### src/smu_ctl_pkg.sv
// shared types and constants for the smu board-control block
// register addresses, array indices, reset defaults, frame sizes
`default_nettype none

package smu_ctl_pkg;

  ////////////////////////////////////////////////////////////
  // types

  // one control register, 4 bits wide
  typedef logic [3:0] ctl_nib_t;

  // slot of a kept register in the array
  typedef logic [2:0] ctl_idx_t;

  ////////////////////////////////////////////////////////////
  // sizes

  localparam int FRAME_BITS = 16;
  localparam int NUM_CTL    = 8;

  // adc03, dac, flash, adc02 from bit 0 up
  localparam int NUM_PERIPH = 4;

  // returned during the address byte
  localparam logic [7:0] IDENT_BYTE = 8'h5a;

  ////////////////////////////////////////////////////////////
  // spi register addresses

  localparam logic [7:0] ADDR_LED         = 8'd7;
  localparam logic [7:0] ADDR_MUX         = 8'd8;
  localparam logic [7:0] ADDR_DAC         = 8'd9;
  localparam logic [7:0] ADDR_RAILS       = 8'd10;
  localparam logic [7:0] ADDR_SOFT_RST    = 8'd11;
  localparam logic [7:0] ADDR_DAC_REF_MUX = 8'd12;
  localparam logic [7:0] ADDR_ADC         = 8'd14;
  localparam logic [7:0] ADDR_CLAMP1      = 8'd15;
  localparam logic [7:0] ADDR_RAILS_OE    = 8'd24;

  // array slots, same order as the defaults table
  localparam ctl_idx_t IDX_LED         = 3'd0;
  localparam ctl_idx_t IDX_MUX         = 3'd1;
  localparam ctl_idx_t IDX_DAC         = 3'd2;
  localparam ctl_idx_t IDX_RAILS       = 3'd3;
  localparam ctl_idx_t IDX_DAC_REF_MUX = 3'd4;
  localparam ctl_idx_t IDX_ADC         = 3'd5;
  localparam ctl_idx_t IDX_CLAMP1      = 3'd6;
  localparam ctl_idx_t IDX_RAILS_OE    = 3'd7;

  // nibble i of the table is the default of slot i
  // dac_ref_mux and clamp1 are active low, so they start off (1111)
  // rails_oe bit 0 keeps the rails disabled until the host enables them
  localparam logic [31:0] CTL_DEFAULTS = 32'h1f0f_0000;

endpackage

`default_nettype wire

### src/spi_input_sync.sv
// two-flop synchronizers for the spi pins
// sclk and cs_n edge pulses, select level, data level
`timescale 1ns/100ps
`default_nettype none

module spi_input_sync (
  input  logic clk,
  input  logic rst_n,
  input  logic sclk,
  input  logic cs_n,
  input  logic special_n,
  input  logic mosi,
  output logic sclk_rise,
  output logic sclk_fall,
  output logic frame_start,
  output logic frame_end,
  output logic sel_active,
  output logic mosi_s
);

  // sync stages, first and second
  logic sclk_q1, sclk_q2;
  logic cs_n_q1, cs_n_q2;
  logic spec_q1, spec_q2;
  logic mosi_q1, mosi_q2;

  // previous samples for edge detection
  logic sclk_prev;
  logic cs_n_prev;

  // idle levels on reset: sclk low, selects high
  always_ff @(posedge clk or negedge rst_n)
  begin
    if (!rst_n)
    begin
      sclk_q1   <= 1'b0;
      sclk_q2   <= 1'b0;
      cs_n_q1   <= 1'b1;
      cs_n_q2   <= 1'b1;
      spec_q1   <= 1'b1;
      spec_q2   <= 1'b1;
      mosi_q1   <= 1'b0;
      mosi_q2   <= 1'b0;
      sclk_prev <= 1'b0;
      cs_n_prev <= 1'b1;
    end
    else
    begin
      sclk_q1   <= sclk;
      sclk_q2   <= sclk_q1;
      cs_n_q1   <= cs_n;
      cs_n_q2   <= cs_n_q1;
      spec_q1   <= special_n;
      spec_q2   <= spec_q1;
      mosi_q1   <= mosi;
      mosi_q2   <= mosi_q1;
      sclk_prev <= sclk_q2;
      cs_n_prev <= cs_n_q2;
    end
  end

  // one-cycle pulses
  assign sclk_rise   = sclk_q2 & ~sclk_prev;
  assign sclk_fall   = ~sclk_q2 & sclk_prev;
  assign frame_start = ~cs_n_q2 & cs_n_prev;
  assign frame_end   = cs_n_q2 & ~cs_n_prev;

  // levels
  assign sel_active = ~spec_q2;
  assign mosi_s     = mosi_q2;

endmodule

`default_nettype wire

### src/spi_frame_shifter.sv
// spi frame receiver, msb first, sampled on sclk rise
// write strobe on frame close, readback shifter on sclk fall
`timescale 1ns/100ps
`default_nettype none

module spi_frame_shifter (
  input  logic                  clk,
  input  logic                  rst_n,
  input  logic                  sclk_rise,
  input  logic                  sclk_fall,
  input  logic                  frame_start,
  input  logic                  frame_end,
  input  logic                  sel_active,
  input  logic                  mosi_s,
  input  smu_ctl_pkg::ctl_nib_t rd_data,
  output logic                  wr_strobe,
  output logic [7:0]            wr_addr,
  output logic [7:0]            wr_val,
  output logic [7:0]            rd_addr,
  output logic                  dout
);

  import smu_ctl_pkg::*;

  // count saturates one past a full frame, so long frames are rejected
  localparam logic [4:0] CNT_FULL = 5'(FRAME_BITS);
  localparam logic [4:0] CNT_SAT  = 5'(FRAME_BITS + 1);
  // last bit of the address byte, and the point where readback is loaded
  localparam logic [4:0] CNT_ADDR = 5'(FRAME_BITS / 2 - 1);
  localparam logic [4:0] CNT_LOAD = 5'(FRAME_BITS / 2);

  logic        frame_open;
  logic        sel_ok;
  logic [4:0]  bit_cnt;
  logic [15:0] shift_in;
  logic [7:0]  tx_sh;
  logic        take_bit;

  // shifting only inside a selected frame
  assign take_bit = frame_open & sel_active;

  ////////////////////////////////////////////////////////////
  // control state

  always_ff @(posedge clk or negedge rst_n)
  begin
    if (!rst_n)
    begin
      frame_open <= 1'b0;
      sel_ok     <= 1'b0;
      bit_cnt    <= '0;
      wr_strobe  <= 1'b0;
      tx_sh      <= 8'hff;
    end
    else
    begin
      wr_strobe <= 1'b0;

      if (frame_start)
      begin
        frame_open <= 1'b1;
        sel_ok     <= sel_active;
        bit_cnt    <= '0;
        tx_sh      <= IDENT_BYTE;
      end
      else if (frame_end)
      begin
        frame_open <= 1'b0;
        // full frame and never deselected
        wr_strobe  <= (bit_cnt == CNT_FULL) & sel_ok & sel_active;
        // back to idle high
        tx_sh      <= 8'hff;
      end
      else if (frame_open)
      begin
        // dropping special_n mid-frame spoils the write
        if (!sel_active)
          sel_ok <= 1'b0;

        if (take_bit && sclk_rise && bit_cnt != CNT_SAT)
          bit_cnt <= bit_cnt + 5'd1;

        // next bit out on falling sclk
        if (take_bit && sclk_fall)
        begin
          if (bit_cnt == CNT_LOAD)
            tx_sh <= {4'h0, rd_data};
          else
            tx_sh <= {tx_sh[6:0], 1'b1};
        end
      end
    end
  end

  ////////////////////////////////////////////////////////////
  // payload

  always_ff @(posedge clk)
  begin
    if (take_bit && sclk_rise)
    begin
      shift_in <= {shift_in[14:0], mosi_s};
      // eighth bit completes the address
      if (bit_cnt == CNT_ADDR)
        rd_addr <= {shift_in[6:0], mosi_s};
    end
  end

  // high byte address, low byte clear/set nibbles
  assign wr_addr = shift_in[15:8];
  assign wr_val  = shift_in[7:0];

  assign dout = tx_sh[7];

endmodule

`default_nettype wire

### src/ctl_register_file.sv
// eight 4-bit control registers with set/clear/toggle writes
// soft reset by address, combinational read port
`timescale 1ns/100ps
`default_nettype none

module ctl_register_file (
  input  logic                  clk,
  input  logic                  rst_n,
  input  logic                  wr_strobe,
  input  logic [7:0]            wr_addr,
  input  logic [7:0]            wr_val,
  input  logic [7:0]            rd_addr,
  output smu_ctl_pkg::ctl_nib_t rd_data,
  output smu_ctl_pkg::ctl_nib_t mux_sel,
  output smu_ctl_pkg::ctl_nib_t led,
  output smu_ctl_pkg::ctl_nib_t dac,
  output smu_ctl_pkg::ctl_nib_t rails,
  output smu_ctl_pkg::ctl_nib_t rails_oe,
  output smu_ctl_pkg::ctl_nib_t dac_ref_mux,
  output smu_ctl_pkg::ctl_nib_t adc,
  output smu_ctl_pkg::ctl_nib_t clamp1
);

  import smu_ctl_pkg::*;

  ctl_nib_t regs [NUM_CTL];

  logic     wr_hit;
  ctl_idx_t wr_idx;
  logic     rd_hit;
  ctl_idx_t rd_idx;

  ////////////////////////////////////////////////////////////
  // helpers

  // address to array slot, hit low for anything not kept
  function automatic logic decode(input logic [7:0] addr, output ctl_idx_t idx);
    logic hit;
    hit = 1'b1;
    idx = IDX_LED;
    case (addr)
      ADDR_LED:         idx = IDX_LED;
      ADDR_MUX:         idx = IDX_MUX;
      ADDR_DAC:         idx = IDX_DAC;
      ADDR_RAILS:       idx = IDX_RAILS;
      ADDR_DAC_REF_MUX: idx = IDX_DAC_REF_MUX;
      ADDR_ADC:         idx = IDX_ADC;
      ADDR_CLAMP1:      idx = IDX_CLAMP1;
      ADDR_RAILS_OE:    idx = IDX_RAILS_OE;
      default:          hit = 1'b0;
    endcase
    return hit;
  endfunction

  // set in val[3:0], clear in val[7:4]
  // overlapping bits toggle, otherwise set then clear
  function automatic ctl_nib_t update(input ctl_nib_t old, input logic [7:0] val);
    ctl_nib_t set_b;
    ctl_nib_t clr_b;
    ctl_nib_t both;
    set_b = val[3:0];
    clr_b = val[7:4];
    both  = set_b & clr_b;
    if (|both)
      return old ^ both;
    return (old | set_b) & ~clr_b;
  endfunction

  always_comb
  begin
    wr_hit = decode(wr_addr, wr_idx);
    rd_hit = decode(rd_addr, rd_idx);
  end

  ////////////////////////////////////////////////////////////
  // registers

  always_ff @(posedge clk or negedge rst_n)
  begin
    if (!rst_n)
    begin
      for (int i = 0; i < NUM_CTL; i++)
        regs[i] <= CTL_DEFAULTS[4*i +: 4];
    end
    else if (wr_strobe)
    begin
      if (wr_addr == ADDR_SOFT_RST)
      begin
        for (int i = 0; i < NUM_CTL; i++)
          regs[i] <= CTL_DEFAULTS[4*i +: 4];
      end
      else if (wr_hit)
        regs[wr_idx] <= update(regs[wr_idx], wr_val);
    end
  end

  // soft reset address is not decoded, so it reads zero
  assign rd_data = rd_hit ? regs[rd_idx] : '0;

  // board outputs
  assign led         = regs[IDX_LED];
  assign mux_sel     = regs[IDX_MUX];
  assign dac         = regs[IDX_DAC];
  assign rails       = regs[IDX_RAILS];
  assign dac_ref_mux = regs[IDX_DAC_REF_MUX];
  assign adc         = regs[IDX_ADC];
  assign clamp1      = regs[IDX_CLAMP1];
  assign rails_oe    = regs[IDX_RAILS_OE];

endmodule

`default_nettype wire

### src/spi_peripheral_route.sv
// chip-select fan-out to the downstream peripherals
// miso select between local readback and peripherals
`timescale 1ns/100ps
`default_nettype none

module spi_peripheral_route (
  input  logic                  cs_n,
  input  logic                  special_n,
  input  logic                  dout,
  input  smu_ctl_pkg::ctl_nib_t mux_sel,
  input  logic [3:0]            miso_vec,
  output logic [3:0]            cs_vec,
  output logic                  miso
);

  import smu_ctl_pkg::*;

  logic periph_sel;

  // special_n low addresses the register bank, never a peripheral
  assign periph_sel = special_n & ~cs_n;

  always_comb
  begin
    // active low selects, one per mux bit
    for (int i = 0; i < NUM_PERIPH; i++)
      cs_vec[i] = ~(periph_sel & mux_sel[i]);
  end

  // local readback, or wired-or of the selected peripherals
  // unselected peripherals are masked off
  assign miso = special_n ? |(miso_vec & mux_sel) : dout;

endmodule

`default_nettype wire

### src/smu_ctl_top.sv
// board-control top level
// pin sync, frame shifter, register file, peripheral routing
`timescale 1ns/100ps
`default_nettype none

module smu_ctl_top (
  input  logic                  clk,
  input  logic                  rst_n,
  input  logic                  sclk,
  input  logic                  cs_n,
  input  logic                  special_n,
  input  logic                  mosi,
  input  logic [3:0]            miso_vec,
  output logic                  miso,
  output logic [3:0]            cs_vec,
  output smu_ctl_pkg::ctl_nib_t led,
  output smu_ctl_pkg::ctl_nib_t mux_sel,
  output smu_ctl_pkg::ctl_nib_t dac,
  output smu_ctl_pkg::ctl_nib_t rails,
  output smu_ctl_pkg::ctl_nib_t rails_oe,
  output smu_ctl_pkg::ctl_nib_t dac_ref_mux,
  output smu_ctl_pkg::ctl_nib_t adc,
  output smu_ctl_pkg::ctl_nib_t clamp1
);

  import smu_ctl_pkg::*;

  // sync to shifter
  logic sclk_rise;
  logic sclk_fall;
  logic frame_start;
  logic frame_end;
  logic sel_active;
  logic mosi_s;

  // shifter to register file
  logic       wr_strobe;
  logic [7:0] wr_addr;
  logic [7:0] wr_val;
  logic [7:0] rd_addr;
  ctl_nib_t   rd_data;

  // local readback bit
  logic dout;

  ////////////////////////////////////////////////////////////
  // spi slave path

  spi_input_sync spi_input_sync_inst (
    .clk         (clk),
    .rst_n       (rst_n),
    .sclk        (sclk),
    .cs_n        (cs_n),
    .special_n   (special_n),
    .mosi        (mosi),
    .sclk_rise   (sclk_rise),
    .sclk_fall   (sclk_fall),
    .frame_start (frame_start),
    .frame_end   (frame_end),
    .sel_active  (sel_active),
    .mosi_s      (mosi_s)
  );

  spi_frame_shifter spi_frame_shifter_inst (
    .clk         (clk),
    .rst_n       (rst_n),
    .sclk_rise   (sclk_rise),
    .sclk_fall   (sclk_fall),
    .frame_start (frame_start),
    .frame_end   (frame_end),
    .sel_active  (sel_active),
    .mosi_s      (mosi_s),
    .rd_data     (rd_data),
    .wr_strobe   (wr_strobe),
    .wr_addr     (wr_addr),
    .wr_val      (wr_val),
    .rd_addr     (rd_addr),
    .dout        (dout)
  );

  ctl_register_file ctl_register_file_inst (
    .clk         (clk),
    .rst_n       (rst_n),
    .wr_strobe   (wr_strobe),
    .wr_addr     (wr_addr),
    .wr_val      (wr_val),
    .rd_addr     (rd_addr),
    .rd_data     (rd_data),
    .mux_sel     (mux_sel),
    .led         (led),
    .dac         (dac),
    .rails       (rails),
    .rails_oe    (rails_oe),
    .dac_ref_mux (dac_ref_mux),
    .adc         (adc),
    .clamp1      (clamp1)
  );

  ////////////////////////////////////////////////////////////
  // peripheral routing, straight from the pins

  spi_peripheral_route spi_peripheral_route_inst (
    .cs_n      (cs_n),
    .special_n (special_n),
    .dout      (dout),
    .mux_sel   (mux_sel),
    .miso_vec  (miso_vec),
    .cs_vec    (cs_vec),
    .miso      (miso)
  );

endmodule

`default_nettype wire

### config.mk
export PLATFORM = sky130hd
export DESIGN_NAME = smu_ctl_top
export DESIGN_NICKNAME = d
export VERILOG_FILES = /design/src/smu_ctl_pkg.sv /design/src/spi_input_sync.sv /design/src/spi_frame_shifter.sv /design/src/ctl_register_file.sv /design/src/spi_peripheral_route.sv /design/src/smu_ctl_top.sv
export SDC_FILE = /design/constraint.sdc
export NUM_CORES = 1
export LEC_CHECK = 0
export ABC_AREA = 0
export BUFFER_PORTS_ARGS = -buffer_cell sky130_fd_sc_hd__buf_2
export CORE_MARGIN = 5
export CORE_UTILIZATION = 61
export DETAILED_ROUTE_END_ITERATION = 16
export PLACE_DENSITY = 0.89
export SLEW_MARGIN = 25
export SYNTH_ARGS = -nofsm -noshare
export SYNTH_HDL_FRONTEND = slang
export SYNTH_SLANG_ARGS = --single-unit
### constraint.sdc
create_clock -name clk -period 6.2 [get_ports clk]
set_input_delay 1.24 -clock clk [delete_from_list [all_inputs] [get_ports clk]]
set_output_delay 1.24 -clock clk [all_outputs]
set_load 0.05 [all_outputs]
# --- Word level (Yosys, flattened, before mapping) ---
# Cells that the tools add are included.
word_totals:
  regBits: 82
  out_inout_bits: 37
  inputBits: 10
  word_cells: 144
classes:
  add_sub_neg: 1
  reduce_logical: 20
  n_eq_ne: 22
  n_mux: 43
  n_lt_le_gt_ge: 3
  bitwise: 30
ops:
  columns: ["operator", "n"]
  rows:
  - ["8-bit by 4-bit == test with 1-bit output, second input constant", 13]
  - ["32-bit 2-to-1 mux", 2]
  - ["4-bit 2-to-1 mux", 11]
  - ["3-bit case mux with 7 select lines", 2]
  - ["8-bit 2-to-1 mux", 5]
  - ["32-bit bitwise mux", 1]
  - ["4-bit binary-select mux with 3-bit select", 2]
  - ["5-bit 2-to-1 mux", 4]
  - ["8-bit by 3-bit == test with 1-bit output, second input constant", 2]
  - ["8-bit by 5-bit == test with 1-bit output, second input constant", 2]
  - ["8-bit OR reduction", 2]
  - ["1-bit 2-to-1 mux", 15]
  - ["1-bit AND", 12]
  - ["4-bit AND", 3]
  - ["4-bit demux with 3-bit select", 1]
  - ["1-bit NOT", 10]
  - ["2-bit nonzero test", 5]
  - ["4-bit greater-or-equal comparator, second input constant", 2]
  - ["3-bit NOT with 4-bit output", 2]
  - ["4-bit OR reduction", 2]
  - ["2-bit AND reduction", 3]
  - ["3-bit AND reduction", 2]
  - ["3-bit nonzero test", 2]
  - ["5-bit by 1-bit adder with 5-bit output, second input constant", 1]
  - ["other kinds (10)", 13]

# --- Longest topological paths before layout ---
logic_depth:
  depth_word: 15
  depth_mapped: 8
  mapped_depth_nobuf: 7

# --- Modules after synthesis ---
# Synthesis repeated with hierarchy kept, for this count alone.
hier_totals:
  hier_cells: 406
  area_unflattened_um2: 4405.5
by_module_without_submodules:
  columns: ["module", "cells_each", "n_inst", "seq_area_each_um2", "area_each_um2"]
  rows:
  - ["ctl_register_file", 271, 1, 812.0, 2481.1]
  - ["spi_frame_shifter", 111, 1, 1131.1, 1575.3]
  - ["spi_input_sync", 15, 1, 256.5, 295.3]
  - ["spi_peripheral_route", 9, 1, 0.0, 53.8]

# --- Least setup slack after synthesis ---
# No wires, ideal clock.
synth_timing:
  kind: "input to output"
  start: "input miso_vec[1]"
  end: "output miso"
  path_slack_ns: 2.732
  path_buffers: 0
  required_ns: 4.960
  arrival_ns: 2.228
  cell_stages: 2
  path_cell_list: "a22oi_1 -> a31oi_1"
synth_via:
  elab_chain_cells: 3
synth_lines:
  columns: ["item", "line", "text"]
  rows:
  - ["from (decl)", "smu_ctl_top.sv:13", "input logic [3:0] miso_vec,"]
  - ["4-bit AND", "spi_peripheral_route.sv:32", "assign miso = special_n ? |(miso_vec & mux_sel) : dout;"]
  - ["4-bit OR reduction", "spi_peripheral_route.sv:32", null]
  - ["1-bit 2-to-1 mux", "spi_peripheral_route.sv:32", null]
  - ["to (decl)", "smu_ctl_top.sv:14", "output logic miso,"]
# Every way passes these cells.

# --- Final worst setup path ---
layout_timing:
  start: "register spi_frame_shifter_inst.shift_in[10]"
  end: "register ctl_register_file_inst.regs, in the netlist ctl_register_file_inst.mux_sel[2]"
layout_via:
  elab_chain_cells: 15
  elab_cells_between_ends: 34
  classes_between: "order compare: 2; eq/ne: 9; mux: 15; bitwise: 4; reduce/logical: 4"
layout_lines:
  columns: ["item", "line", "text"]
  rows:
  - ["from (decl)", "spi_frame_shifter.sv:35", "logic [15:0] shift_in;"]
  - ["from (signal assigned)", "spi_frame_shifter.sv:102", "shift_in <= {shift_in[14:0], mosi_s};"]
  - ["8-bit by 5-bit == test with 1-bit output or 8-bit by 4-bit == test with 1-bit output (tied branches)", "ctl_register_file.sv:41", "case (addr)"]
  - ["3-bit case mux with 7 select lines", "ctl_register_file.sv:41", null]
  - ["3-bit NOT with 4-bit output (not written as such)", "ctl_register_file.sv:93", "regs[wr_idx] <= update(regs[wr_idx], wr_val);"]
  - ["4-bit binary-select mux with 3-bit select", "ctl_register_file.sv:93", null]
  - ["4-bit 2-to-1 mux (not written as such) (2 in a row)", "ctl_register_file.sv:93", null]
  - ["4-bit bitwise OR or 4-bit XOR (tied branches)", "ctl_register_file.sv:66, ctl_register_file.sv:65", null]
  - ["4-bit AND or 4-bit 2-to-1 mux (tied branches)", "ctl_register_file.sv:66, ctl_register_file.sv:64", null]
  - ["4-bit 2-to-1 mux", "ctl_register_file.sv:66", "return (old | set_b) & ~clr_b;"]
  - ["4-bit 2-to-1 mux", "ctl_register_file.sv:92", "else if (wr_hit)"]
  - ["4-bit 2-to-1 mux", "ctl_register_file.sv:87", "if (wr_addr == ADDR_SOFT_RST)"]
  - ["4-bit 2-to-1 mux", "ctl_register_file.sv:85", "else if (wr_strobe)"]
  - ["32-bit bitwise mux", "ctl_register_file.sv:93", null]
  - ["32-bit 2-to-1 mux", "ctl_register_file.sv:92", null]
  - ["32-bit 2-to-1 mux", "ctl_register_file.sv:87", null]
  - ["to (signal, indexed assignment)", "ctl_register_file.sv:83", "regs[i] <= CTL_DEFAULTS[4*i +: 4];"]
  - ["to (signal, indexed assignment)", "ctl_register_file.sv:90", "regs[i] <= CTL_DEFAULTS[4*i +: 4];"]
  - ["to (signal, indexed assignment)", "ctl_register_file.sv:93", null]
  - ["to (decl)", "ctl_register_file.sv:26", "ctl_nib_t regs [NUM_CTL];"]
# Parallel ways exist; a longest one is shown, timed or not. The select of a mux whose other input is x is not followed.
# A chain may end at the register's enable or synchronous reset.

==> impl_metrics.json <==
{
  "layout-drive-gt1-share": 0.248,
  "htreeDepth": 3,
  "syn-cell-area_um2": 4210,
  "rsz0062_at_grt": "false",
  "initial_core_util": 0.623,
  "drt-met1-wl_um": 4060,
  "cp.arrival_ns": 3.53,
  "finalHoldViolations": 0,
  "cts_resized": 0,
  "path_cells": "mux2_2 > nor3b_4 > mux2_2 > a2111oi_1 > mux2i_1 > o21ai_0",
  "pwr-share-seq": 0.602,
  "post-route-min-period_ns": 3.34,
  "status": "completed",
  "grt_max_degree": 59,
  "setup_violations": 0,
  "max_stage_delay_ns": 0.70,
  "drt-vias-per-instance": 6.52,
  "top_layer": "met4",
  "pin_count": 47,
  "die_area_um2": 8660,
  "worst_pin_slew_ns": 0.973,
  "tns_ns": 0,
  "routed-wl-met3_um": 749,
  "die_y_um": 93.1,
  "grt_pass1_wl_um": 16800,
  "syn_area_per_cell_um2": 10.7,
  "drc": 0,
  "synth_edf_count": 24,
  "crit_top_cell": "mux2_2",
  "antenna_left": 0,
  "cp-start-kind": "flop",
  "diodes": 0,
  "first_global_vias": 3404,
  "critPathMaxFanout": 23,
  "drtIter0Drc": 305,
  "cts_made_buffers": 9,
  "final_common_cell": "nand2_1",
  "cpMaxStageDelayCell": "edfxtp_1",
  "relSlewSlack": 0.333,
  "min_from": "spi_input_sync_inst.mosi_q1",
  "cp-end-kind": "flop",
  "ys_ff_latch": 82,
  "die_w_um": 93.1,
  "finalMaxSlewViolations": 0,
  "cts_setup_buffers": 0,
  "final_nets": 454,
  "drt_first_pass_iters": 5,
  "most-common-layout-cells": "nand2_1, buf_2, dfrtp_1, nor2_1",
  "port_buffers": 46,
  "p_comb_frac": 0.043,
  "yosysSeqAreaShare": 0.522,
  "clock_sinks": 82,
  "core_um2": 6760,
  "root_buffer": "clkbuf_8",
  "dr_wl_met2_um": 5100,
  "hpwl_um": 7430,
  "fmax_mhz": 300,
  "cp-startpoint": "spi_frame_shifter_inst.shift_in[10]",
  "clock-skew-final_ns": 0.00908,
  "num_vias": 3416,
  "synth_ff_type": "dfrtp_1",
  "syn2layout_area_growth_pct": 10.8,
  "holdCritPathClass": "reg2reg",
  "power_density_nw_per_um2": 206,
  "netlist_instances": 395,
  "worstPathRequired_ns": 6.40,
  "crit_type": "reg2reg",
  "switching_share": 0.232,
  "maxCapViolations": 0,
  "cts_tree": "yes",
  "wl_um": 10300,
  "stdcell_area_um2": 4670,
  "avgRoutedWirePerCell_um": 19.7,
  "power_leakage_nw": 1.90,
  "clk_path_buf_depth": 2,
  "pwr-share-clk": 0.355,
  "overflow": 0,
  "ys_warn_count": 0,
  "clk_pin_slew_ns": 0.08,
  "regToRegStartpoint": "spi_frame_shifter_inst.shift_in[10]",
  "antenna_found_initial": 0,
  "insertion_delay_ns": 0.35,
  "ir_worst_vdd_mv": 0.155,
  "synthDistinctLibCells": 71,
  "switchingPower_mw": 0.224,
  "dpl_cell_area_um2": 4490,
  "num_rows": 30,
  "power.internal_mw": 0.740,
  "period_share": 0.538,
  "hold_buffers": 0,
  "grt.total_usage": 0.249,
  "syn_nets": 410,
  "async_flop_share": 0.707,
  "gp_congestion": 0.946
}
## layer usage
layer  GRT usage  vias up
met5           0        -
met4       0.134        0
met3      0.0531       41
met2       0.404      176
met1       0.313     1649
li1            -     1550
## flip-flops by register name, summed over array words and instances, names as in the netlist, 4 cells and up
name,count
ctl_register_file_inst.adc,4
ctl_register_file_inst.dac,4
ctl_register_file_inst.led,4
ctl_register_file_inst.rails,4
spi_frame_shifter_inst.bit_cnt,5
spi_frame_shifter_inst.shift_in,16
spi_frame_shifter_inst.tx_sh,8
ctl_register_file_inst.dac_ref_mux,4
ctl_register_file_inst.mux_sel,4
spi_frame_shifter_inst.rd_addr,8
ctl_register_file_inst.rails_oe,4
ctl_register_file_inst.clamp1,4
## synth_stat cells (9+ instances only)
library cell	number	share of area
a21oi_1	20	0.024
dfrtp_1	36	0.21
edfxtp_1	24	0.17
mux2i_1	12	0.029
o21ai_0	24	0.029
nor2_1	34	0.030
inv_1	10	0.0089
nor2b_1	9	0.013
nand2_1	54	0.048
clkbuf_1	9	0.0080
o21ai_1	9	0.011
dfstp_2	22	0.14
## worst max-delay path, delay by kind of cell (launching register included)
kind | cells | cell delay, ns
mux | 3 | 1.50
flops | 1 | 0.70
compound gates | 2 | 0.70
simple gates | 1 | 0.28
## worst paths after layout
check	endpoint	slack (ns)	cells past startpoint
max reg2reg	ctl_register_file_inst.mux_sel[2]	2.86	6
max in group asynchronous	spi_input_sync_inst.sclk_q1	4.70	2
min reg2reg	spi_input_sync_inst.mosi_s	0.35	0
min in group asynchronous	spi_frame_shifter_inst.bit_cnt[2]	1.03	2
max	ctl_register_file_inst.mux_sel[2]	2.86	6
min	spi_input_sync_inst.mosi_s	0.35	0
## layout make-up
class	count	area, um2
inverters	10	37.5
flip-flops and latches	82	2200
clock inverters	5	28.8
repair buffers	48	245
multi-input cells	288	1910
fillers	477	2090
clock buffers	11	141
well taps	80	100
## cell families after synthesis
| kind of cell | Yosys count | share of synthesized area |
|---|---|---|
| and+or+nand+nor | 148 | 0.186 |
| AOI/OAI and AO/OA | 105 | 0.174 |
| DFF | 82 | 0.522 |
| buffers and inverters | 25 | 0.0241 |
| muxes | 23 | 0.0639 |
| xor gates and xnor gates | 7 | 0.0146 |
| adders and majority gates | 5 | 0.0149 |
## through the flow
step           power [mW]  setup WS, ns  hold slack (ns)  cells   util
5_1_grt              1.00          2.73            0.366    524  0.691
4_1_cts             0.966          2.90            0.355    524  0.690
3_5_place_dp        0.632          2.91            0.342    508  0.665
6_report            0.964          2.86            0.354    524  0.691
3_3_place_gp        0.629          3.10            0.340    508  0.665
2_1_floorplan       0.612          2.73            0.331    395      -
## power by group through the flow
| stage | registers [mW] | clock network (mW) | logic [mW] |
|---|---|---|---|
| 3_3_place_gp | 0.590 | 0 | 0.0393 |
| 4_1_cts | 0.580 | 0.344 | 0.0414 |
| 6_report | 0.581 | 0.342 | 0.0412 |
| 5_1_grt | 0.582 | 0.371 | 0.0465 |
| 3_5_place_dp | 0.591 | 0 | 0.0414 |
| 2_1_floorplan | 0.587 | 0 | 0.0251 |
Note: power is estimated with default switching activity, not from simulation.
